### config.mk
export PLATFORM = sky130hd
export DESIGN_NAME = neuronMac
export DESIGN_NICKNAME = d
export VERILOG_FILES = /design/src/nnLayerPkg.sv /design/src/neuronMac.sv
export VERILOG_INCLUDE_DIRS = /design/src
export SDC_FILE = /design/constraint.sdc
export NUM_CORES = 1
export LEC_CHECK = 0
export BUFFER_PORTS_ARGS = -buffer_cell sky130_fd_sc_hd__buf_2
export CAP_MARGIN = 20
export CELL_PAD_IN_SITES_DETAIL_PLACEMENT = 2
export CELL_PAD_IN_SITES_GLOBAL_PLACEMENT = 2
export CORE_ASPECT_RATIO = 1.5
export CORE_MARGIN = 2
export CORE_UTILIZATION = 35
export CTS_BUF_LIST = sky130_fd_sc_hd__clkbuf_16
export CTS_CLUSTER_SIZE = 10
export DETAILED_ROUTE_END_ITERATION = 7
export GPL_TIMING_DRIVEN = 0
export HOLD_SLACK_MARGIN = 0.02
export PLACE_DENSITY_LB_ADDON = 0.1
export SLEW_MARGIN = 20
export SYNTH_ARGS = -nofsm -noshare
export SYNTH_HDL_FRONTEND = slang
export SYNTH_SLANG_ARGS = --single-unit
### constraint.sdc
create_clock -name clk -period 21.6 [get_ports clk]
set_input_delay 2.16 -clock clk [delete_from_list [all_inputs] [get_ports clk]]
set_output_delay 2.16 -clock clk [all_outputs]
set_load 0.01 [all_outputs]
### src/nnLayer_defines.svh
`ifndef NN_LAYER_DEFINES_SVH
`define NN_LAYER_DEFINES_SVH

// Layer geometry.
`define NN_NUM_INPUTS 15
`define NN_NUM_NEURONS 8

`define NN_WORD 32

// Output slice taken from a non-negative sum.
`define NN_OUT_MSB 28
`define NN_OUT_LSB 13

`define NN_ADDR_W 12

// Byte addresses, all registers word aligned.
`define NN_CTRL_ADDR 12'h000
`define NN_STATUS_ADDR 12'h004
`define NN_INPUT_BASE 12'h040
`define NN_BIAS_BASE 12'h100
`define NN_WEIGHT_BASE 12'h200 // Weight (n, i) at base + 4*(16*n + i).
`define NN_OUTPUT_BASE 12'h400

`endif

### src/nnLayerPkg.sv
`include "nnLayer_defines.svh"

package nnLayerPkg;

	typedef logic signed [`NN_WORD-1:0] nnWord_t;
	typedef logic [3:0] inputIdx_t;
	typedef logic [2:0] neuronIdx_t;

	typedef struct packed {
		logic psel;
		logic penable;
		logic pwrite;
		logic [`NN_ADDR_W-1:0] paddr;
		logic [`NN_WORD-1:0] pwdata;
	} apbReq_t;

	typedef struct packed {
		logic [`NN_WORD-1:0] prdata;
		logic pready;
		logic pslverr;
	} apbRsp_t;

	// One multiply-accumulate step of the sequencer.
	typedef struct packed {
		logic valid;
		logic first;
		logic last;
		neuronIdx_t neuron;
		inputIdx_t inputIdx;
	} macStep_t;

	typedef struct packed {
		nnWord_t weight;
		nnWord_t activation;
		nnWord_t bias;
	} macOperand_t;

	typedef struct packed {
		logic valid;
		neuronIdx_t neuron;
		nnWord_t sum;
	} neuronSum_t;

	typedef struct packed {
		logic valid;
		neuronIdx_t neuron;
		nnWord_t value;
	} neuronOut_t;

endpackage

### src/neuronMac.sv
module neuronMac
	import nnLayerPkg::*;
(
	input logic clk,
	input logic reset,
	input macStep_t step,
	input macOperand_t operand,
	output neuronSum_t sum
);

	macStep_t tag;
	nnWord_t prod;
	nnWord_t biasHold;
	nnWord_t acc;
	logic sumValid;
	neuronIdx_t sumNeuron;

	// Product stage. Only the low word of the product is kept.
	always_ff @(posedge clk)
	begin
		prod <= operand.weight * operand.activation;
		biasHold <= operand.bias;
	end

	always_ff @(posedge clk)
	begin
		if (reset)
		begin
			tag <= '0;
			sumValid <= 1'b0;
		end
		else
		begin
			tag <= step;
			sumValid <= tag.valid && tag.last;
		end
	end

	// Accumulate stage, 32-bit wrap-around.
	always_ff @(posedge clk)
	begin
		if (tag.valid)
		begin
			if (tag.first)
				acc <= biasHold + prod; // New neuron starts from its bias.
			else
				acc <= acc + prod;
		end
		if (tag.valid && tag.last)
			sumNeuron <= tag.neuron;
	end

	assign sum = '{valid: sumValid, neuron: sumNeuron, sum: acc};

endmodule

======== Yosys cells after proc, flatten, opt, wreduce, memory -nomap -nowiden ========
Cells that the tools add are included.
cells by class
  $add $sub $neg .......................... 2
  $mul .................................... 1
  divide/modulo/power cells ............... 0
  magnitude comparators ................... 0
  eq/ne operators ......................... 0
  shifts and indexed selects .............. 0
  muxes and demuxes ....................... 1
  bitwise operators ....................... 0
  reduce and logical (&&, ||, !) cells .... 1
operators by type and width
  operator                      number
  adder 32 bit                  2
  multiplier 32 x 32 -> 32 bit  1
  two-way mux 32 bit            1
  logical AND 1 bit             1
storage, ports and cells
  register bits after elaboration ......... 106
  latch bits .............................. 0
  RAM bits ................................ 0
  bits in read-only memories .............. 0
  output and inout bits ................... 36
  word-level logic and storage cells ...... 14
  memories kept ........................... 0

======== Depth between registers and ports, before layout ========
  depth in word-level cells ............... 2
  gate-level depth with buffers ........... 27
  depth with buffers taken out ............ 25

======== Worst setup path after synthesis ========
OpenSTA, ideal clock, no wires.
  path type ............................... input to register
  from .................................... input port operand[36] (netlist name)
  to ...................................... register prod[31]
  arrival ................................. 8.475 ns
  required time ........................... 21.528 ns
  setup slack ............................. 13.053 ns
  stages on the path ...................... 21
  path buffers ............................ 2
  cells stage by stage .................... clkbuf_1 clkbuf_1 and2_1 fa_1 fa_1 inv_1 fa_1 fa_1 inv_1 fa_1 fa_1 fa_1 fa_1 ha_1 a21oi_1 o21ai_1 or4_1 o221a_2 a41o_1 a31oi_1 xnor2_1
on the way
  longest elaborated chain between the ends .. 1
RTL lines
  element                       line             text
  start: declaration            neuronMac.sv:7   input macOperand_t operand,
  multiplier 32 x 32 -> 32 bit  neuronMac.sv:21  prod <= operand.weight * operand.activation;
  end signal: assignment        neuronMac.sv:21
  end: declaration              neuronMac.sv:12  nnWord_t prod;
Every way passes these cells.
A chain may end at the register's enable or synchronous reset.

======== Worst setup path in the final report ========
  from .................................... input port operand[34] (netlist name)
  to ...................................... register prod[31]
Same word-level chain as after synthesis.

==> impl_metrics.toml <==
[sta]
period_share_pct = 43.8
whs_ns = 0.410
setup_tns_ns = 0
clock.fmax_mhz = 106
rsz0062_at_grt = "no"
finalCriticalPeriod_ns = 9.46
slew_viol_final = 0
setup_viol = 0
worst_pin_slew_ns = 0.985
finalHoldViolations = 0
skew_ns = 0.00730
slew_headroom_pct = 34.4

[cells_and_area]
final_nets = 3013
final_cell_count_no_fill = 3097
antenna_cells = 0
syn_to_final_growth_pct = 9.43
layout-drive-gt1-share_pct = 8.10
design_area_um2 = 22700

[clock_network]
cts_max_path_buffers = 2
clk_latency_ns = 0.37
cts_tree = "done"
postCtsSetupRepairBufs = 0
cts_resized = 0
path_clk_slew_ns = 0.07
cts_buffers = 9
cts_hold_buffers = 0
cts_htree_levels = 3
cts_sinks = 106
cts_root_buffer = "clkbuf_16"

[place]
placedInstanceArea_um2 = 22400
gp_congestion = 0.869
dpl.cell_count = 3081
port_buffers = 132
place_hpwl_um = 65800

[detailed_routing]
drt_first_pass_iters = 4
wirelength_um = 74700
ant_nets = 0
drc = 0
via_per_inst = 4.89
drt-initial-drc-count = 503
via_count = 15200
wire_per_inst_um = 24.1

[yosys]
synth.most_common_cell = "inv_1"
synth.top_cell.area_share_pct = 39.5
ys_top_cells_by_area = "fa_1 (39%), ha_1 (11%), and2_1 (11%), inv_1 (8.0%), dfxtp_1 (6.9%)"
synth-async-reset-ratio_pct = 0
synthTopCellsByCount = "inv_1 (440), fa_1 (409), and2_1 (353), nand2_1 (204), ha_1 (181)"
syn_avg_cell_area_um2 = 9.55
synth_nets = 2869
synth_top_cell_by_area = "fa_1"
syn_inst = 2171
synth_cell_type_count = 62
synth-seq-cells = 106
ys.flop_type = "dfxtp_1"
yosys_warnings = 0
ys_seq_area_share_pct = 11.9
synth-edff-count = 35
syn_area_um2 = 20700

[grt]
grt-ovfl-total = 0
grtUsageTotal_pct = 25.3
antenna_found_initial = 0
grt_pass1_vias = 18300
grt_start_max_net_pins = 30
grt_pass1_wl_um = 112000

[floorplan]
start_util_pct = 35.3
rows = 109
die-area_um2 = 61200
fp.dieW_um = 203
core_um2 = 58800
die_h_um = 302
io_pins = 144

[critical_path]
end_kind = "flip-flop"
r2r_cells = 13
r2r_end = "acc[31]$_DFFE_PP_"
slowest_delay_ns = 0.63
crit_type = "input pin to flip-flop"
cp.arrival_ns = 9.69
start_kind = "input pin"
crit_chain = "buf_2, clkbuf_1, clkbuf_1, and2_1, fa_1, fa_1, inv_1, fa_1, fa_1, inv_1, fa_1, fa_1, fa_1, fa_1, ha_1, a21oi_1, o21ai_1, or4_1, o221a_2, a41o_1, a31oi_1, xnor2_1"
r2r_start = "tag[8]$_SDFF_PP0_"
path_common_cell = "fa_1"
regToRegSetupSlack_ns = 16.96
crit_required_ns = 21.83
cp_slowest_cell = "fa_1"
critPathMaxFanout = 10

[run_status]
status = "complete, no violations"

[hold_path]
holdPathEnd = "sumNeuron[2]$_DFFE_PP_"
holdCritPathClass = "flip-flop to flip-flop"
hold_depth = 0
min_from = "tag[6]$_SDFF_PP0_"

[flow_run]
drv_cap = 0
==> metal layers <==
metal  vias to the layer above  wire (µm)  global-route usage [%]
met5                         -          0                       0
met4                         0       5550                    16.2
met1                      7968      25800                    25.5
met2                       285      41300                    49.6
li1                       6788          -                       -
met3                       117       2020                    1.93
==> flip-flops by register name, summed over array words and instances, names as in the netlist <==
name and flops:
acc 32, sumNeuron 3, tag 6, prod 32, biasHold 32, sumValid 1
==> stage by stage <==
step,util [%],worst slack [ns]
after floorplan,-,13.05
after global placement,38.0,11.74
after detailed placement,38.1,11.71
after CTS,38.6,12.12
after global routing,38.6,11.78
final,38.6,12.14
==> kinds of logic (layout without fill, tap and decap cells) <==
logic type,after synthesis,after routing,synth area share (%)
mux,34,34,1.82
flops,106,106,11.9
simple gates,652,652,16.8
buf+inv,535,684,9.70
xor+xnor,113,113,4.77
fa+ha+maj,590,590,50.4
compound gates,141,141,4.55
==> area by class of cell <==
cell class / count / area (µm²)
buffer: 95 / 360
clock buffer: 9 / 225
clock inverter: 7 / 75.1
fill: 6507 / 36100
inverter: 440 / 1650
multi-input combinational: 1530 / 16200
sequential: 106 / 2470
tap: 777 / 972
timing repair buffer: 133 / 681
==> worst max-delay path, delay by kind of cell <==
family,cells,cell delay (ns)
xor+xnor,1,0.10
compound gates,5,1.07
buf+inv,5,1.36
fa+ha+maj,9,4.27
simple gates,2,0.73
==> how the worst max path moves through the flow <==
stage                            from               end  slack [ns]  cells past startpoint
after detailed placement  operand[66]  prod[30]$_DFF_P_       11.71                     26
after CTS                 operand[35]  prod[31]$_DFF_P_       12.12                     24
after floorplan           operand[36]  prod[31]$_DFF_P_       13.05                     21
after global placement    operand[35]  prod[31]$_DFF_P_       11.74                     22
after global routing      operand[35]  prod[31]$_DFF_P_       11.78                     22
final                     operand[34]  prod[31]$_DFF_P_       12.14                     22
==> placed cells by master, fill, tap and decap left out, drive strengths merged, types with 3 or more instances in the layout <==
master / count
nand3: 12
or2: 5
nor2: 28
ha: 181
xor2: 25
buf: 135
o211ai: 3
edfxtp: 35
nor2b: 11
a31oi: 9
fa: 409
nand2: 204
a211oi: 6
dfxtp: 71
o21ai: 23
xnor2: 88
o21bai: 6
a21o: 20
o21a: 9
clkbuf: 102
or3: 4
mux2i: 4
nand2b: 5
nand4: 3
and3: 6
and2: 353
mux2: 30
inv: 443
a21oi: 40
nor3: 12
Power is not shown: default switching activity piles up to over one toggle a cycle in this logic, so the estimate is an artifact.
