<file path="src/nnLayer_defines.svh">
`ifndef NN_LAYER_DEFINES_SVH
`define NN_LAYER_DEFINES_SVH

// Layer geometry.
`define NN_NUM_INPUTS 15
`define NN_NUM_NEURONS 8

`define NN_WORD 32

// Output slice taken from a non-negative sum.
`define NN_OUT_MSB 28
`define NN_OUT_LSB 13

`define NN_ADDR_W 12

// Byte addresses, all registers word aligned.
`define NN_CTRL_ADDR 12'h000
`define NN_STATUS_ADDR 12'h004
`define NN_INPUT_BASE 12'h040
`define NN_BIAS_BASE 12'h100
`define NN_WEIGHT_BASE 12'h200 // Weight (n, i) at base + 4*(16*n + i).
`define NN_OUTPUT_BASE 12'h400

`endif

</file>
<file path="src/nnLayerPkg.sv">
`include "nnLayer_defines.svh"

package nnLayerPkg;

	typedef logic signed [`NN_WORD-1:0] nnWord_t;
	typedef logic [3:0] inputIdx_t;
	typedef logic [2:0] neuronIdx_t;

	typedef struct packed {
		logic psel;
		logic penable;
		logic pwrite;
		logic [`NN_ADDR_W-1:0] paddr;
		logic [`NN_WORD-1:0] pwdata;
	} apbReq_t;

	typedef struct packed {
		logic [`NN_WORD-1:0] prdata;
		logic pready;
		logic pslverr;
	} apbRsp_t;

	// One multiply-accumulate step of the sequencer.
	typedef struct packed {
		logic valid;
		logic first;
		logic last;
		neuronIdx_t neuron;
		inputIdx_t inputIdx;
	} macStep_t;

	typedef struct packed {
		nnWord_t weight;
		nnWord_t activation;
		nnWord_t bias;
	} macOperand_t;

	typedef struct packed {
		logic valid;
		neuronIdx_t neuron;
		nnWord_t sum;
	} neuronSum_t;

	typedef struct packed {
		logic valid;
		neuronIdx_t neuron;
		nnWord_t value;
	} neuronOut_t;

endpackage

</file>
<file path="src/layerControl.sv">
`include "nnLayer_defines.svh"

module layerControl
	import nnLayerPkg::*;
(
	input logic clk,
	input logic reset,
	input logic start,
	input logic resultValid,
	output macStep_t step,
	output logic busy,
	output logic done
);

	typedef enum logic [1:0] {
		sIdle,
		sIssue,
		sDrain
	} state_t;

	state_t state;
	neuronIdx_t neuronCnt;
	inputIdx_t inputCnt;
	logic [3:0] doneCnt;
	logic lastInput;
	logic lastNeuron;
	logic lastResult;

	assign lastInput = inputCnt == inputIdx_t'(`NN_NUM_INPUTS - 1);
	assign lastNeuron = neuronCnt == neuronIdx_t'(`NN_NUM_NEURONS - 1);
	assign lastResult = resultValid && doneCnt == 4'(`NN_NUM_NEURONS - 1);

	always_ff @(posedge clk)
	begin
		if (reset)
		begin
			state <= sIdle;
			neuronCnt <= '0;
			inputCnt <= '0;
			doneCnt <= '0;
			done <= 1'b0;
		end
		else
		begin
			case (state)
				sIdle:
				begin
					if (start)
					begin
						state <= sIssue;
						neuronCnt <= '0;
						inputCnt <= '0;
						doneCnt <= '0;
						done <= 1'b0; // Sticky until the next run.
					end
				end
				sIssue:
				begin
					if (lastInput)
					begin
						inputCnt <= '0;
						if (lastNeuron)
							state <= sDrain;
						else
							neuronCnt <= neuronCnt + 1'b1;
					end
					else
						inputCnt <= inputCnt + 1'b1;
					if (resultValid)
						doneCnt <= doneCnt + 1'b1;
				end
				sDrain:
				begin
					if (lastResult)
					begin
						state <= sIdle;
						done <= 1'b1;
					end
					else if (resultValid)
						doneCnt <= doneCnt + 1'b1;
				end
				default:
					state <= sIdle;
			endcase
		end
	end

	assign busy = state != sIdle;

	always_comb
	begin
		step.valid = state == sIssue;
		step.first = inputCnt == '0;
		step.last = lastInput;
		step.neuron = neuronCnt;
		step.inputIdx = inputCnt;
	end

endmodule

</file>
<file path="config.mk">
export PLATFORM = sky130hd
export DESIGN_NAME = layerControl
export DESIGN_NICKNAME = d
export VERILOG_FILES = /design/src/nnLayerPkg.sv /design/src/layerControl.sv
export VERILOG_INCLUDE_DIRS = /design/src
export SDC_FILE = /design/constraint.sdc
export NUM_CORES = 1
export LEC_CHECK = 0
export BUFFER_PORTS_ARGS = -buffer_cell sky130_fd_sc_hd__buf_4
export CAP_MARGIN = 10
export CORE_MARGIN = 1
export CORE_UTILIZATION = 29
export CTS_CLUSTER_SIZE = 25
export DETAILED_ROUTE_END_ITERATION = 6
export PLACE_DENSITY = 0.53
export SKIP_CTS_REPAIR_TIMING = 1
export SYNTH_ARGS = -nofsm -noshare
export SYNTH_HDL_FRONTEND = slang
export SYNTH_SLANG_ARGS = --single-unit
</file>
<file path="constraint.sdc">
create_clock -name clk -period 2.8 [get_ports clk]
set_input_delay 0.56 -clock clk [delete_from_list [all_inputs] [get_ports clk]]
set_output_delay 0.56 -clock clk [all_outputs]
set_load 0.02 [all_outputs]
</file>
# Word-level counts from Yosys, hierarchy flattened
# Index checks and enable logic that the tools add are counted.
[classes]
n_addsub = 3
eq_ne = 11
n_mux = 18
n_reduce_logical = 12
[op_table]
columns = ["cell", "n"]
rows = [
  ["4-bit 2-to-1 mux", 4],
  ["4-bit one-hot mux with 3 select lines", 1],
  ["3-bit 2-to-1 mux", 3],
  ["4-bit by 1-bit adder with 4-bit output, second input constant", 2],
  ["2-bit 2-to-1 mux", 4],
  ["2-bit != test, second input constant", 4],
  ["4-bit one-hot mux with 2 select lines", 1],
  ["4-bit AND reduction", 2],
  ["2-bit one-hot mux with 3 select lines", 1],
  ["3-bit one-hot mux with 2 select lines", 1],
  ["3-bit AND reduction", 2],
  ["2-bit nonzero test", 3],
  ["4-bit by 3-bit == test with 1-bit output, second input constant", 1],
  ["4-bit == test, second input constant", 1],
  ["4-bit logical NOT", 1],
  ["2-bit by 1-bit != test with 1-bit output, second input constant", 2],
  ["3-bit by 1-bit adder with 3-bit output, second input constant", 1],
  ["3-bit == test, second input constant", 1],
  ["3-bit nonzero test", 1],
  ["2-bit by 1-bit == test with 1-bit output, second input constant", 1],
  ["2-bit == test, second input constant", 1],
  ["2-bit logical NOT", 1],
  ["1-bit 2-to-1 mux", 2],
  ["1-bit one-hot mux with 2 select lines", 1],
  ["other kinds (2)", 2],
]
[word_totals]
regBits = 14
input_bits = 4
word_cells = 49

# Logic depth before layout (Yosys ltp)
[depth]
ltp_word = 4
ltp_mapped = 7

# Worst setup path before layout
# Ideal clock, no wire load.
[synth_timing]
kind = "register -> output"
start = "register inputCnt[0]"
end = "output step[8] in the netlist's numbering"
arrival_ps = 1164
path_slack_ps = 1076
stages_incl_launch_ff = 4
cell_sequence = "dfxtp_1 -> inv_1 -> ha_1 -> nor3b_1"
[synth_lines]
columns = ["item", "line", "text"]
rows = [
  ["from (decl)", "layerControl.sv:23", "inputIdx_t inputCnt;"],
  ["from (signal assigned)", "layerControl.sv:68", "inputCnt <= inputCnt + 1'b1;"],
  ["to (decl)", "layerControl.sv:10", "output macStep_t step,"],
]

==> metrics.md <==
| Metric | Value |
|---|---|
| RSZ-0062 raised after global routing | false |
| Number of max-cap violations | 0 |
| First-pass GRT wire length | roughly 3200 um |
| Most frequent cells in the layout | buf_4 (15), dfxtp_1 (14), a21oi_1 (11), ha_1 (11), inv_1 (6) |
| Pleak | approximately 0.44 nW |
| Fillers | about 300 |
| Top Ports | 16 |
| Clk_skew | between 0.01 and 0.015 ns |
| Initial Utilization | 0.309 |
| Num CTS Buffers | 3 |
| Detailed Place HPWL | about 1400 um |
| Sequential share of the synthesized area | 0.326 |
| Req. time, crit path | around 2.2 ns |
| Synth Area per Inst | 9.34 um2 |
| Register Area | approximately 280 um2 |
| Root Buffer | clkbuf_4 |
| 1st-pass router iterations | 5 |
| Synth warn | 0 |
| Max Root-Sink Buffers | 2 |
| Pwr dens | approximately 550 nW/um2 |
| Worst-Margin Slew | between 0.4 and 0.5 ns |
| Initial antenna violation count | 0 |
| Clk sink count | 14 |
| Iter 0 DRT Violations | 11 |
| Setup TNS Final | 0 ns |
| Crit path DAT | 1.42 ns |
| Crit path kind | flip-flop to output port |
| WHS | 0.481 ns |
| CTS tree | built |
| # nets final | 124 |
| Slew HR | 0.662 |
| # rows | 19 |
| Die footprint | 3190 um2 |
| Final Hold Viols | 0 |
| Crit path launch type | flip-flop |
| Congestion Overflow GR | 0 |
| Mapped Area | approximately 860 um2 |
| CTS H-tree lvls | 1 |
| Fmax | between 0.5 and 0.6 GHz |
| Crit path max fanout | 5 |
| Area growth syn-to-layout | 20.1% |
| Final setup fails | 0 |
| Die Wd | 56.4 um |
| Via Count | between 700 and 800 |
| Hold Crit Class | flip-flop to flip-flop |
| Status | finished clean |
| Fin cells | 139 |
| Wire per inst | about 13 um |
| Yosys reg bits | 14 |
| Die Y-Extent | about 56 um |
| Pin count of the biggest net entering global routing | 15 |
| Final critical-path share of the clock period | 0.706 |
| Final Critical Period | between 1.5 and 2 ns |
| Mapped Nets | roughly 110 |
| Vias/cell | between 5 and 6 |
| Routed Antenna Nets | 0 |
| Later-pin clock latency in the skew report | between 0.2 and 0.3 ns |
| RD Place Congestion | 0.737 |
| Post-Synthesis Cells | a little over 90 |
| DRC Markers | 0 |
| Vias in the first global route | between 700 and 800 |
| Most common cell after layout, fill and taps aside | buf_4 |
| Max Slew Vio Count | 0 |
| Core box area | approximately 2800 um2 |
| Layout cell share with drive strength beyond 1 | 0.204 |
| Area taken by multi-input logic gates | roughly 540 um2 |
| Worst setup EP type | output port |
| Placed cell count | ~140 |
| CTS clock-pin slew for the worst setup and hold paths | approximately 0.080 ns |
| Port bufs | 15 |
| Ant diodes | 0 |
| Drt total wl | approximately 1800 um |
| Total GRT Usage | 0.127 |
| Library cells used by synthesis | 29 |
| Peak supply drop | roughly 0.00033 V |
==> logic make-up after synthesis <==
logic type | share of synthesized area
AO/OA/AOI/OAI | 0.191
adder cells (fa/ha/maj) | 0.160
buffers and inverters | 0.0437
flip-flops | 0.326
multiplexers | 0.0611
AND/OR/NAND/NOR | 0.218
==> Yosys cell counts <==
| cell | number | share of area |
|---|---|---|
| a22oi_1 | 1 | 0.0087 |
| nand3b_1 | 1 | 0.0087 |
| a21oi_1 | 11 | 0.064 |
| nand3_1 | 5 | 0.029 |
| nor4b_1 | 1 | 0.010 |
| nor2_1 | 3 | 0.013 |
| nor2b_1 | 3 | 0.022 |
| a2111oi_4 | 1 | 0.032 |
| nand2_1 | 4 | 0.017 |
| ha_1 | 11 | 0.16 |
| dfxtp_1 | 14 | 0.33 |
| a2111o_1 | 1 | 0.013 |
| nor3b_1 | 2 | 0.017 |
| a22o_1 | 2 | 0.020 |
| and3_1 | 1 | 0.0073 |
| a211oi_1 | 2 | 0.017 |
| inv_1 | 6 | 0.026 |
| mux2i_1 | 3 | 0.035 |
| a221oi_1 | 1 | 0.010 |
| and4b_1 | 1 | 0.012 |
| mux2_2 | 2 | 0.026 |
| buf_4 | 1 | 0.0087 |
| nand4_1 | 3 | 0.022 |
| o21ai_0 | 3 | 0.017 |
| clkbuf_1 | 2 | 0.0087 |
| or4b_1 | 1 | 0.012 |
| nand2b_1 | 1 | 0.0073 |
| nand4b_1 | 4 | 0.041 |
| o22ai_1 | 1 | 0.0073 |
==> sequential cells by signal, indices dropped and copies added, names as in the netlist <==
name,count
done,1
state,2
inputCnt,4
doneCnt,4
neuronCnt,3
==> layout make-up <==
type                    instances  share of cell area
flip-flops and latches         14               0.272
inverters                       6              0.0218
well taps                      31              0.0376
repair buffers                 15               0.109
clock buffers                   4              0.0352
multi-input cells              69               0.525
==> critical path, stage by stage (launching register included) <==
cell and delay (ns):
dfxtp_1 0.40, inv_1 0.10, ha_1 0.25, nand3_1 0.15
inv_1 0.08, buf_4 0.16
==> worst paths after layout <==
check | startpoint | endpoint | slack, ns | cells past startpoint
setup / recovery | inputCnt[0] | step[7] | 0.82 | 5
hold / removal | doneCnt[1] | doneCnt[1] | 0.48 | 2
setup reg to reg | state[0] | doneCnt[3] | 0.92 | 6
hold reg to reg | doneCnt[1] | doneCnt[1] | 0.48 | 2
==> where the power goes <==
group	internal, W	switching, W	total (W)
clock network	0.0000791	0.0000680	0.000147
logic	0.0000850	0.000113	0.000198
registers	0.000210	0.0000125	0.000222
total	0.000374	0.000193	0.000567
==> per-stage QoR <==
stage / power (W) / util / instance area [um2] / worst slack [ns]
floorplan: 0.000372 / - / 860 / 1.08
global placement: 0.000421 / 0.358 / 996 / 0.978
detailed placement: 0.000425 / 0.358 / 996 / 0.925
CTS: 0.000572 / 0.371 / 1030 / 0.818
global route: 0.000607 / 0.371 / 1030 / 0.697
finish: 0.000567 / 0.371 / 1030 / 0.822
==> layer usage <==
metal  part of all wire  GRT usage
met1               0.45      0.149
met2               0.49      0.210
met3              0.049     0.0507
met4             0.0081     0.0418
met5                  0          0
No activity file was read; power rests on OpenSTA's default activity.
