File: src/nnLayer_defines.svh
`ifndef NN_LAYER_DEFINES_SVH
`define NN_LAYER_DEFINES_SVH

// Layer geometry.
`define NN_NUM_INPUTS 15
`define NN_NUM_NEURONS 8

`define NN_WORD 32

// Output slice taken from a non-negative sum.
`define NN_OUT_MSB 28
`define NN_OUT_LSB 13

`define NN_ADDR_W 12

// Byte addresses, all registers word aligned.
`define NN_CTRL_ADDR 12'h000
`define NN_STATUS_ADDR 12'h004
`define NN_INPUT_BASE 12'h040
`define NN_BIAS_BASE 12'h100
`define NN_WEIGHT_BASE 12'h200 // Weight (n, i) at base + 4*(16*n + i).
`define NN_OUTPUT_BASE 12'h400

`endif

File: src/nnLayerPkg.sv
`include "nnLayer_defines.svh"

package nnLayerPkg;

	typedef logic signed [`NN_WORD-1:0] nnWord_t;
	typedef logic [3:0] inputIdx_t;
	typedef logic [2:0] neuronIdx_t;

	typedef struct packed {
		logic psel;
		logic penable;
		logic pwrite;
		logic [`NN_ADDR_W-1:0] paddr;
		logic [`NN_WORD-1:0] pwdata;
	} apbReq_t;

	typedef struct packed {
		logic [`NN_WORD-1:0] prdata;
		logic pready;
		logic pslverr;
	} apbRsp_t;

	// One multiply-accumulate step of the sequencer.
	typedef struct packed {
		logic valid;
		logic first;
		logic last;
		neuronIdx_t neuron;
		inputIdx_t inputIdx;
	} macStep_t;

	typedef struct packed {
		nnWord_t weight;
		nnWord_t activation;
		nnWord_t bias;
	} macOperand_t;

	typedef struct packed {
		logic valid;
		neuronIdx_t neuron;
		nnWord_t sum;
	} neuronSum_t;

	typedef struct packed {
		logic valid;
		neuronIdx_t neuron;
		nnWord_t value;
	} neuronOut_t;

endpackage

File: src/reluRescale.sv
`include "nnLayer_defines.svh"

module reluRescale
	import nnLayerPkg::*;
(
	input logic clk,
	input logic reset,
	input neuronSum_t sum,
	output neuronOut_t out
);

	nnWord_t scaled;

	// Negative sums clamp to zero.
	assign scaled = sum.sum[`NN_WORD-1] ? '0 : nnWord_t'(sum.sum[`NN_OUT_MSB:`NN_OUT_LSB]);

	always_ff @(posedge clk)
	begin
		if (reset)
			out.valid <= 1'b0;
		else
			out.valid <= sum.valid;
	end

	always_ff @(posedge clk)
	begin
		out.neuron <= sum.neuron;
		out.value <= scaled;
	end

endmodule

File: config.mk
export PLATFORM = sky130hd
export DESIGN_NAME = reluRescale
export DESIGN_NICKNAME = d
export VERILOG_FILES = /design/src/nnLayerPkg.sv /design/src/reluRescale.sv
export VERILOG_INCLUDE_DIRS = /design/src
export SDC_FILE = /design/constraint.sdc
export NUM_CORES = 1
export LEC_CHECK = 0
export BUFFER_PORTS_ARGS = -buffer_cell sky130_fd_sc_hd__buf_2
export CAP_MARGIN = 5
export CORE_MARGIN = 10
export CORE_UTILIZATION = 29
export CTS_CLUSTER_SIZE = 28
export DETAILED_ROUTE_END_ITERATION = 8
export PLACE_DENSITY = 0.81
export SETUP_SLACK_MARGIN = 0.1
export SKIP_CTS_REPAIR_TIMING = 1
export SYNTH_ARGS = -nofsm -noshare
export SYNTH_HDL_FRONTEND = slang
export SYNTH_SLANG_ARGS = --single-unit
File: constraint.sdc
create_clock -name clk -period 0.8 [get_ports clk]
set_input_delay 0.08 -clock clk [delete_from_list [all_inputs] [get_ports clk]]
set_output_delay 0.08 -clock clk [all_outputs]
set_load 0.005 [all_outputs]
======== After elaboration in Yosys (flattened, before gate mapping) ========
Cells that the tools add are included.
word-level totals
  flip-flop bits (word level) ............. 20
  input bits .............................. 38
  logic and storage cells ................. 3

======== Depth between registers and ports, before layout ========
Gate-level depths: netlist (run 1).
  depth in word-level cells ............... 0
  depth in mapped cells ................... 2

======== Worst setup path before layout (run 1) ========
OpenSTA, ideal clock, no wires.
  kind .................................... reg-to-output
  from .................................... register out[15] (netlist name)
  to ...................................... output port out[16] (netlist name)
  arrival time ............................ 0.746 ns
  data required time ...................... 0.720 ns
  slack ................................... -0.026 ns
  cell stages (with the launch flop) ...... 2
  buffers on the path ..................... 1
  cells stage by stage .................... dfxtp_1 > buf_4
RTL lines
  element    RTL line          source
  to (decl)  reluRescale.sv:9  output neuronOut_t out
No word-level cell between the ends.

======== Final worst setup path (run 1) ========
  from .................................... register out[15] (netlist name)
  to ...................................... output port out[30] (netlist name)
No word-level cell between the ends.

==> tab_implementation.tex, run 1 <==
\begin{tabular}{lr}
\hline
Metric & Value \\
\hline
\multicolumn{2}{l}{\textbf{Worst setup path}} \\
Nature of the critical path startpoint & register \\
List of cells traversed by the critical path & buf\_2 \\
Delay contributed by the slowest stage of the critical path & 420 ps \\
Arr. time, crit path & 840 ps \\
WP data required & slightly above 700 ps \\
Worst path bufs/invs & 1 \\
Critical path's slowest cell & sky130\_fd\_sc\_hd\_\_dfxtp\_4 \\
Kind of cell adding the most delay to the critical path & flip-flops \\
Kind of end point of the critical path & output pin \\
Crit-path max FO & 17 \\
Critical path class & register to output pin \\
\multicolumn{2}{l}{\textbf{Synthesis}} \\
Portion of netlist area occupied by mux cells & 0\% \\
Fraction of the yosys area taken by sequential cells & between 50\% and 60\% \\
Avg Inst Size Synth & 12.4 um2 \\
Synthesized Nets & 92 \\
Cell count after synthesis & 54 \\
Register bit count reported by yosys & 20 \\
Post-synth design cell area & about 670 um2 \\
Count of distinct cell types in the synthesized netlist & 6 \\
Share of synthesized cell area in and, or, nand and nor gates & a little over 20\% \\
Post-synthesis share of cell area spent on xor and xnor gates & 0\% \\
Synthesized-area fraction occupied by ao, oa, aoi and oai cells & 0\% \\
Combinational family with the most area after synthesis & simple AND/OR/NAND/NOR gates \\
Adder-cell share of the synthesized area & 0\% \\
Number of warnings printed during yosys synthesis & 0 \\
\multicolumn{2}{l}{\textbf{Timing}} \\
Worst Tran Pin Value & 119 ps \\
Headroom to the max-slew limit & about 92\% \\
Setup ws final & -119 ps \\
Setup violations, final & 19 \\
Final slew viol count & 0 \\
Post-route minimum period & just over 900 ps \\
Tcrit/Tclk final & 115\% \\
RSZ-0062 raised after global routing & yes \\
Fmax achieved & between 1000 and 1500 MHz \\
Worst hold slack across all endpoints & -5.94 ps \\
Endpoints failing hold & 4 \\
\multicolumn{2}{l}{\textbf{Layout}} \\
Largest Register & out \\
Register Area & just over 400 um2 \\
Combined area of the multi-input logic cells & around 140 um2 \\
Area added between synthesis and finish & 50.9\% \\
Fraction of final layout cells with drive strength greater than 1 & 73.4\% \\
Final design utilization & 45.8\% \\
Max reg flops & 20 \\
Leading registers by flop count & out: 20 flops \\
Antenna diode count & 0 \\
Final design area excluding fillers & 1010 um2 \\
Net count, final & 149 \\
Fillers & 218 \\
\multicolumn{2}{l}{\textbf{Placed design}} \\
IO buf count & 58 \\
Worst slack after detailed placement & 149 ps \\
Placement Cell Area & 881 um2 \\
Post-DP HPWL & around 1.5 mm \\
Final Wtd Congestion & 0.681 \\
\multicolumn{2}{l}{\textbf{Clock network}} \\
Clk sink count & 20 \\
Clock transition at the registers of the reported paths & approximately 100 ps \\
Maximum clock insertion buffer count & 2 \\
CTS tree & done \\
Clock root buffer & sky130\_fd\_sc\_hd\_\_clkbuf\_4 \\
Number of buffers inserted during clock tree synthesis & 3 \\
CTS H-tree depth & 1 \\
\multicolumn{2}{l}{\textbf{Global route}} \\
GRT Total Usage & under 10\% \\
Pin count of the biggest net entering global routing & 18 \\
Most crowded layer after global routing & met2 \\
Number of antenna violations at the first check in global routing & 0 \\
Vias in the first global route & 534 \\
Met1 global-route usage & 6.11\% \\
Wire length of the first global-routing pass & $\sim$2.6 mm \\
Grt total ovfl & 0 \\
M3 GR Usage & 4.73\% \\
Met2 routing resource usage after global routing & approximately 14\% \\
\multicolumn{2}{l}{\textbf{Drt}} \\
Wire length per cell & 12.6 um \\
Via density per instance & 3.64 \\
DRC Markers & 0 \\
Total detailed-routing wirelength & 1.73 mm \\
Via count of the routed design & $\sim$500 \\
Count of antenna-violating nets left after detailed routing & 0 \\
First drt pass iteration count & 2 \\
Initial detailed-routing violation count & 7 \\
\multicolumn{2}{l}{\textbf{Die}} \\
Initial core utilization & 30.3\% \\
I/O pin count & 74 \\
Die Outline Area & 4640 um2 \\
Height of the die & 68.1 um \\
Overall die width & 68.1 um \\
Placement Rows & 17 \\
Core footprint & 2210 um2 \\
\multicolumn{2}{l}{\textbf{Job}} \\
Max\_cap viols & 0 \\
\multicolumn{2}{l}{\textbf{Pwr}} \\
Leakage power figure & 0.549 nW \\
Pwr/cell area & around 1800 nW/um2 \\
Max VDD drop & 1.01 mV \\
\multicolumn{2}{l}{\textbf{Outcome}} \\
Status & finished, violations left \\
Violations in the final reports & hold timing, setup timing \\
\multicolumn{2}{l}{\textbf{Worst hold path}} \\
Path category of the worst min-delay check & primary input to register \\
\hline
\end{tabular}
-- final cells by class --
class	instances	share of cell area, %
clock buffer	3	2.22
multi-input combinational	17	13.7
sequential	20	40.3
tap	28	3.46
timing repair buffer	69	40.3
-- cell usage after synthesis --
master | n | area (um2)
sky130_fd_sc_hd__and2b_2 | 6 | 52.6
sky130_fd_sc_hd__dfxtp_1 | 20 | 400
sky130_fd_sc_hd__buf_6 | 1 | 11.3
sky130_fd_sc_hd__buf_4 | 16 | 120
sky130_fd_sc_hd__nor2b_1 | 4 | 25.0
sky130_fd_sc_hd__nor2b_2 | 7 | 61.3
-- power breakdown --
part | switching (W) | total [W] | leakage (nW) | internal, W
combinational | 0.0000908 | 0.000261 | 0.367 | 0.000170
sequential | 0.0000177 | 0.00107 | 0.168 | 0.00105
clock | 0.000276 | 0.000451 | 0.0138 | 0.000175
-- worst paths after layout --
| path | start | end | slack [ps] | cells past startpoint |
|---|---|---|---|---|
| hold / removal | sum[18] | out[5] | -6 | 2 |
| setup / recovery | out[15] | out[30] | -120 | 1 |
-- routing by layer --
metal / vias up / wire length, um
met5: - / 0
met4: 0 / 0
met3: 0 / 276
met2: 28 / 918
met1: 213 / 537
li1: 257 / -
-- cell families (layout without fill, tap and decap cells) --
kind of cell | after synthesis | after routing
AND/OR/NAND/NOR | 17 | 17
flip-flops | 20 | 20
buffers and inverters | 17 | 72
-- layout by cell type, fill, tap and decap left out, drive strengths merged --
cell type    count
buf             60
and2b            6
clkbuf           3
nor2b           11
dfxtp           20
dlygate4sd3      9
-- per-stage QoR --
stage | TNS, ps | std cells | power [W]
final | -1910 | 137 | 0.00178
after global routing | -3800 | 137 | 0.00189
after CTS | -3370 | 128 | 0.00177
after detailed placement | 0 | 125 | 0.00132
after global placement | 0 | 125 | 0.00131
after floorplan | 0 | 54 | 0.00122
Power figures use the tool's default switching activity.
==> run 2: changes to the inputs <==
Settings changed: ABC_AREA set to 1, PLACE_DENSITY 0.81 to 0.8.
==> tab_implementation.tex, run 2 <==
\begin{tabular}{lr}
\hline
Metric & Value \\
\hline
\multicolumn{2}{l}{\textbf{Worst setup path}} \\
Kind of end point of the critical path & output pin \\
Arr. time, crit path & 850 ps (about the same) \\
Worst path bufs/invs & 1 (unchanged) \\
Crit-path max FO & 17 (unchanged) \\
Kind of cell adding the most delay to the critical path & flip-flops \\
Critical path's slowest cell & sky130\_fd\_sc\_hd\_\_dfxtp\_4 \\
Critical path class & register to output pin \\
List of cells traversed by the critical path & buf\_2 \\
Delay contributed by the slowest stage of the critical path & 420 ps (about the same) \\
WP data required & 720 ps (about the same) \\
Nature of the critical path startpoint & register \\
\multicolumn{2}{l}{\textbf{Worst hold path}} \\
End point of the most critical hold path & out[12] \\
HP Start & sum[31] \\
Worst hold path depth & 2 (unchanged) \\
Path category of the worst min-delay check & primary input to register \\
\multicolumn{2}{l}{\textbf{Synthesis}} \\
Avg Inst Size Synth & 9.47 um2 (-24\%) \\
Post-synth design cell area & 682 um2 (+1.7\%) \\
Biggest area contributors in the synthesized netlist & sky130\_fd\_sc\_hd\_\_dfxtp\_1 (59\%), sky130\_fd\_sc\_hd\_\_buf\_4 (18\%), sky130\_fd\_sc\_hd\_\_inv\_1 (9.4\%) \\
Cell count after synthesis & 72 (+33\%) \\
Ranking of synthesized cells by instance count & sky130\_fd\_sc\_hd\_\_dfxtp\_1 (20), sky130\_fd\_sc\_hd\_\_inv\_1 (17), sky130\_fd\_sc\_hd\_\_buf\_4 (16) \\
Fraction of the yosys area taken by sequential cells & 58.7\% (-0.99 points) \\
Cell with the most instances after synthesis & sky130\_fd\_sc\_hd\_\_dfxtp\_1 \\
Number of warnings printed during yosys synthesis & 0 (unchanged) \\
Synthesized Nets & 110 (+20\%) \\
Number of synthesized flops with an enable pin & 0 (unchanged) \\
Count of distinct cell types in the synthesized netlist & 7 (+1) \\
Leading area contributor after synthesis & sky130\_fd\_sc\_hd\_\_dfxtp\_1 \\
Area fraction of the dominant cell type after synthesis & 58.7\% (-0.99 points) \\
Register bit count reported by yosys & 20 (unchanged) \\
Ys async rst share & 0\% (unchanged) \\
Most instantiated flip-flop cell in the synthesis netlist & sky130\_fd\_sc\_hd\_\_dfxtp\_1 \\
\multicolumn{2}{l}{\textbf{Clock network}} \\
CTS H-tree depth & 1 (unchanged) \\
Number of buffers inserted during clock tree synthesis & 3 (unchanged) \\
Maximum clock insertion buffer count & 2 (unchanged) \\
Clock transition at the registers of the reported paths & 110 ps (about the same) \\
CTS tree & done \\
Clock root buffer & sky130\_fd\_sc\_hd\_\_clkbuf\_4 \\
Clk sink count & 20 (unchanged) \\
\multicolumn{2}{l}{\textbf{Outcome}} \\
Status & finished, violations left \\
Violations in the final reports & setup timing \\
\multicolumn{2}{l}{\textbf{Die}} \\
Height of the die & 68.5 um (+0.59\%) \\
Placement Rows & 17 (unchanged) \\
Core footprint & 2230 um2 (+0.96\%) \\
Die Outline Area & 4690 um2 (+1.2\%) \\
I/O pin count & 74 (unchanged) \\
Initial core utilization & 30.5\% (+0.22 points) \\
Overall die width & 68.5 um (+0.59\%) \\
\multicolumn{2}{l}{\textbf{Drt}} \\
First drt pass iteration count & 4 (+2) \\
Via count of the routed design & 612 (+23\%) \\
Total detailed-routing wirelength & 1.94 mm (+12\%) \\
Via density per instance & 3.71 (+2.0\%) \\
Wire length per cell & 11.8 um (-6.9\%) \\
Count of antenna-violating nets left after detailed routing & 0 (unchanged) \\
DRC Markers & 0 (unchanged) \\
Initial detailed-routing violation count & 4 (-3) \\
\multicolumn{2}{l}{\textbf{Layout}} \\
Area added between synthesis and finish & 67.5\% \\
Most frequent cells in the layout & sky130\_fd\_sc\_hd\_\_buf\_2 (54), sky130\_fd\_sc\_hd\_\_dlygate4sd3\_1 (21), sky130\_fd\_sc\_hd\_\_inv\_1 (17), sky130\_fd\_sc\_hd\_\_nor2\_1 (14), sky130\_fd\_sc\_hd\_\_dfxtp\_1 (14) \\
Final design area excluding fillers & 1140 um2 (+13\%) \\
Fillers & 208 (-4.6\%) \\
Register Area & 410 um2 (+0.61\%) \\
Largest Register & out \\
Antenna diode count & 0 (unchanged) \\
Leading registers by flop count & out: 20 flops \\
Fraction of final layout cells with drive strength greater than 1 & 51.8\% (-22 points) \\
Net count, final & 176 (+18\%) \\
Max reg flops & 20 (unchanged) \\
Combined area of the multi-input logic cells & 71.3 um2 (-49\%) \\
Leading cell type in the layout, fill and taps excluded & sky130\_fd\_sc\_hd\_\_buf\_2 \\
\multicolumn{2}{l}{\textbf{Placed design}} \\
Final Wtd Congestion & 0.678 (-0.44\%) \\
Post-DP HPWL & 1.42 mm (-4.5\%) \\
Placement Cell Area & 862 um2 (-2.1\%) \\
IO buf count & 58 (unchanged) \\
\multicolumn{2}{l}{\textbf{Pwr}} \\
Leakage power figure & 0.663 nW (+21\%) \\
Max VDD drop & 0.776 mV (-23\%) \\
Pwr/cell area & 1700 nW/um2 (-3.3\%) \\
Post-layout total power & 0.00194 W (+9.1\%) \\
\multicolumn{2}{l}{\textbf{Timing}} \\
Worst Tran Pin Value & 314 ps (+195 ps) \\
Post-route minimum period & 928 ps (+8.43 ps) \\
Headroom to the max-slew limit & 79.1\% (-13 points) \\
Final slew viol count & 0 (unchanged) \\
Tcrit/Tclk final & 116\% (+1.1 points) \\
Setup ws final & -128 ps (-8.43 ps) \\
Endpoints failing hold & 0 (-4) \\
Setup violations, final & 27 (+8) \\
RSZ-0062 raised after global routing & yes \\
Fmax achieved & 1080 MHz (-0.91\%) \\
\multicolumn{2}{l}{\textbf{Global route}} \\
Number of antenna violations at the first check in global routing & 0 (unchanged) \\
GRT Total Usage & 6.20\% (-1.2 points) \\
Wire length of the first global-routing pass & 2.21 mm (-15\%) \\
Vias in the first global route & 515 (-3.6\%) \\
Grt total ovfl & 0 (unchanged) \\
Pin count of the biggest net entering global routing & 18 (unchanged) \\
\multicolumn{2}{l}{\textbf{Job}} \\
Max\_cap viols & 0 (unchanged) \\
\hline
\end{tabular}
-- run 2: cell count changes in the layout (fill, tap and decap cells not counted), sizes merged --
cell / before / now
nor2: 0 / 17
nor2b: 11 / 0
buf: 60 / 58
inv: 0 / 17
and2b: 6 / 0
dlygate4sd3: 9 / 21
clkbuf: 3 / 4
-- run 2: metal layers --
layer  wire length [um]  global-route usage [%]
met4                  0                    1.51
met1                565                    5.50
met5                  0                       0
met3                466                    4.99
met2                910                    10.7
-- run 2: power breakdown --
group / switching [W] / total, W / internal (W)
clock network: 0.000286 / 0.000563 / 0.000277
registers: 0.0000215 / 0.00107 / 0.00105
logic: 0.000112 / 0.000304 / 0.000193
total: 0.000419 / 0.00194 / 0.00152
-- run 2: worst max-delay path by stage --
stage,startpoint,endpoint,slack (ps),depth (start not counted)
2_1_floorplan,out[15],out[16],130,1
5_1_grt,out[15],out[23],-210,1
3_3_place_gp,out[15],out[16],160,1
3_5_place_dp,out[15],out[30],150,1
6_report,out[15],out[30],-130,1
4_1_cts,out[15],out[30],-200,1
-- run 2: area by class of cell --
type	instances	share of cell area, %
inverters	17	5.59
clock buffers	4	3.18
multi-input cells	17	6.24
well taps	28	3.07
repair buffers	79	46.0
flip-flops and latches	20	35.9
-- run 2: through the flow --
step / hold WS [ps] / std cells / setup TNS (ps) / setup slack [ps] / utilization [%]
after global placement: 184 / 140 / 0 / 161 / 38.6
after detailed placement: 187 / 140 / 0 / 146 / 38.6
after floorplan: 108 / 72 / 0 / 126 / -
after global routing: 143 / 165 / -4500 / -214 / 51.1
after CTS: -131 / 144 / -3690 / -199 / 40.2
final: 146 / 165 / -2170 / -128 / 51.1
-- run 2: kinds of logic (layout without fill, tap and decap cells) --
group                  count (synthesis)  in the layout  synth area share (%)
DFF                                   20             20                  58.7
buffers and inverters                 35            100                  30.8
and+or+nand+nor                       17             17                  10.5
==> run 3: changes to the inputs <==
--- a/config.mk
+++ b/config.mk
@@ -11,10 +11,11 @@
 export CAP_MARGIN = 5
 export CORE_MARGIN = 10
-export CORE_UTILIZATION = 29
+export CORE_UTILIZATION = 35
 export CTS_CLUSTER_SIZE = 28
 export DETAILED_ROUTE_END_ITERATION = 8
-export PLACE_DENSITY = 0.8
+export PLACE_DENSITY = 0.89
 export SETUP_SLACK_MARGIN = 0.1
 export SKIP_CTS_REPAIR_TIMING = 1
+export SLEW_MARGIN = 20
 export SYNTH_ARGS = -nofsm -noshare
 export SYNTH_HDL_FRONTEND = slang
==> constraint.sdc (replaced) <==
create_clock -name clk -period 1.2 [get_ports clk]
set_input_delay 0.12 -clock clk [delete_from_list [all_inputs] [get_ports clk]]
set_output_delay 0.12 -clock clk [all_outputs]
set_load 0.1 [all_outputs]
==> tab_implementation.tex, run 3 (synthesis gave the netlist of run 2 again) <==
\begin{tabular}{lr}
\hline
Metric & Value \\
\hline
\multicolumn{2}{l}{\textbf{Outcome}} \\
Status & finished, final reports clean \\
\multicolumn{2}{l}{\textbf{Timing}} \\
Final slew viol count & 0 (unchanged) \\
RSZ-0062 raised after global routing & yes \\
Tcrit/Tclk final & 97.2\% \\
Endpoints failing hold & 0 (unchanged) \\
Post-route minimum period & about 1200 ps \\
Headroom to the max-slew limit & 79.9\% (+0.82 points) \\
Fmax achieved & 858 MHz \\
Setup violations, final & 0 (-100\%) \\
Worst Tran Pin Value & 301 ps (-12.3 ps) \\
\multicolumn{2}{l}{\textbf{Pwr}} \\
Pwr/cell area & 1400 nW/um2 (-18\%) \\
Max VDD drop & 0.909 mV (+17\%) \\
Leakage power figure & 0.720 nW (+8.6\%) \\
\multicolumn{2}{l}{\textbf{Clock network}} \\
Number of buffers inserted during clock tree synthesis & 3 (unchanged) \\
Clock root buffer & sky130\_fd\_sc\_hd\_\_clkbuf\_4 \\
CTS H-tree depth & 1 (unchanged) \\
Clk sink count & 20 (unchanged) \\
Clock transition at the registers of the reported paths & 110 ps (about the same) \\
Maximum clock insertion buffer count & 2 (unchanged) \\
CTS tree & done \\
\multicolumn{2}{l}{\textbf{Worst setup path}} \\
Kind of cell adding the most delay to the critical path & flip-flops \\
CP most frequent cell & sky130\_fd\_sc\_hd\_\_buf\_12 \\
Arr. time, crit path & 1050 ps (+200 ps) \\
List of cells traversed by the critical path & buf\_12, buf\_12 \\
Critical path's slowest cell & sky130\_fd\_sc\_hd\_\_dfxtp\_4 \\
Delay contributed by the slowest stage of the critical path & 420 ps (about the same) \\
Nature of the critical path startpoint & register \\
Kind of end point of the critical path & output pin \\
Worst path bufs/invs & 2 (+1) \\
WP data required & 1080 ps (+360 ps) \\
Crit-path max FO & 6 (-11) \\
Critical path class & register to output pin \\
\multicolumn{2}{l}{\textbf{Global route}} \\
Pin count of the biggest net entering global routing & 18 (unchanged) \\
Vias in the first global route & 583 (+13\%) \\
Wire length of the first global-routing pass & 3.04 mm (+37\%) \\
Number of antenna violations at the first check in global routing & 0 (unchanged) \\
GRT Total Usage & 9.57\% (+3.4 points) \\
Grt total ovfl & 0 (unchanged) \\
\multicolumn{2}{l}{\textbf{Worst hold path}} \\
Path category of the worst min-delay check & primary input to register \\
End point of the most critical hold path & out[12] \\
Worst hold path depth & 3 (+1) \\
HP Start & sum[25] \\
\multicolumn{2}{l}{\textbf{Die}} \\
Overall die width & 64.1 um (-6.4\%) \\
Die Outline Area & 4110 um2 (-12\%) \\
I/O pin count & 74 (unchanged) \\
Initial core utilization & 38.2\% (+7.7 points) \\
Placement Rows & 15 (-2) \\
Height of the die & 64.1 um (-6.4\%) \\
Core footprint & 1780 um2 (-20\%) \\
\multicolumn{2}{l}{\textbf{Layout}} \\
Fillers & 101 (-51\%) \\
Final design utilization & 76.2\% (+25 points) \\
Most frequent cells in the layout & sky130\_fd\_sc\_hd\_\_buf\_2 (22), sky130\_fd\_sc\_hd\_\_buf\_4 (22), sky130\_fd\_sc\_hd\_\_dfxtp\_1 (19), sky130\_fd\_sc\_hd\_\_inv\_1 (17), sky130\_fd\_sc\_hd\_\_buf\_12 (17) \\
Final design area excluding fillers & 1360 um2 (+19\%) \\
Leading registers by flop count & out: 20 flops \\
Area added between synthesis and finish & 99.3\% \\
Net count, final & 168 (-4.5\%) \\
Max reg flops & 20 (unchanged) \\
Antenna diode count & 0 (unchanged) \\
Largest Register & out \\
Fraction of final layout cells with drive strength greater than 1 & 55.8\% (+4.0 points) \\
\multicolumn{2}{l}{\textbf{Placed design}} \\
Post-DP HPWL & 1.71 mm (+21\%) \\
Final Wtd Congestion & 0.645 (-4.8\%) \\
IO buf count & 58 (unchanged) \\
Placement Cell Area & 1120 um2 (+29\%) \\
\multicolumn{2}{l}{\textbf{Drt}} \\
Wire length per cell & 15.3 um (+30\%) \\
Via density per instance & 3.78 (+1.9\%) \\
Initial detailed-routing violation count & 8 (+4) \\
Count of antenna-violating nets left after detailed routing & 0 (unchanged) \\
First drt pass iteration count & 4 (unchanged) \\
Total detailed-routing wirelength & 2.36 mm (+21\%) \\
Via count of the routed design & 582 (-4.9\%) \\
DRC Markers & 0 (unchanged) \\
\multicolumn{2}{l}{\textbf{Job}} \\
Max\_cap viols & 0 (unchanged) \\
\hline
\end{tabular}
==> run 3: metal layers <==
| layer | global-route usage [%] | share of wire [%] |
|---|---|---|
| met5 | 0 | 0 |
| met2 | 15.9 | 51 |
| met1 | 9.59 | 37 |
| met4 | 3.21 | 0 |
| met3 | 6.10 | 12 |
==> run 3: tightest hold or removal path, delay by kind of cell <==
kind / cells / cell delay [ps]
buffers and inverters: 2 / 100
AND/OR/NAND/NOR: 1 / 60
==> run 3: power breakdown <==
group          total (W)  switching [W]  internal, W
logic           0.000796       0.000562     0.000234
clock network   0.000386       0.000201     0.000185
registers       0.000714      0.0000158     0.000699
==> run 3: worst max-delay path by stage <==
stage	cells past startpoint	endpoint	slack, ps	start
finish	2	out[16]	30	out[15]
global route	2	out[17]	-30	out[15]
CTS	1	out[31]	-170	out[15]
detailed placement	1	out[31]	180	out[15]
global placement	1	out[18]	200	out[15]
floorplan	1	out[16]	130	out[15]
==> run 3: layout make-up <==
type	instances	area [um2]	share of cell area (%)
Clock buffer	4	36.3	2.67
Inverter	17	63.8	4.70
Multi-Input combinational cell	17	71.3	5.25
Sequential cell	20	404	29.7
Tap cell	25	31.3	2.30
Timing Repair Buffer	71	752	55.3
==> run 3: metrics by stage <==
stage	hold WS, ps	setup TNS [ps]	cells	power (W)	setup WS [ps]
2_1_floorplan	148	0	72	0.00128	130
6_report	14.7	0	154	0.00190	33.9
3_3_place_gp	224	0	137	0.00144	205
5_1_grt	-2.12	-370	154	0.00198	-31.4
4_1_cts	-94.5	-2880	141	0.00184	-173
3_5_place_dp	228	0	137	0.00145	175
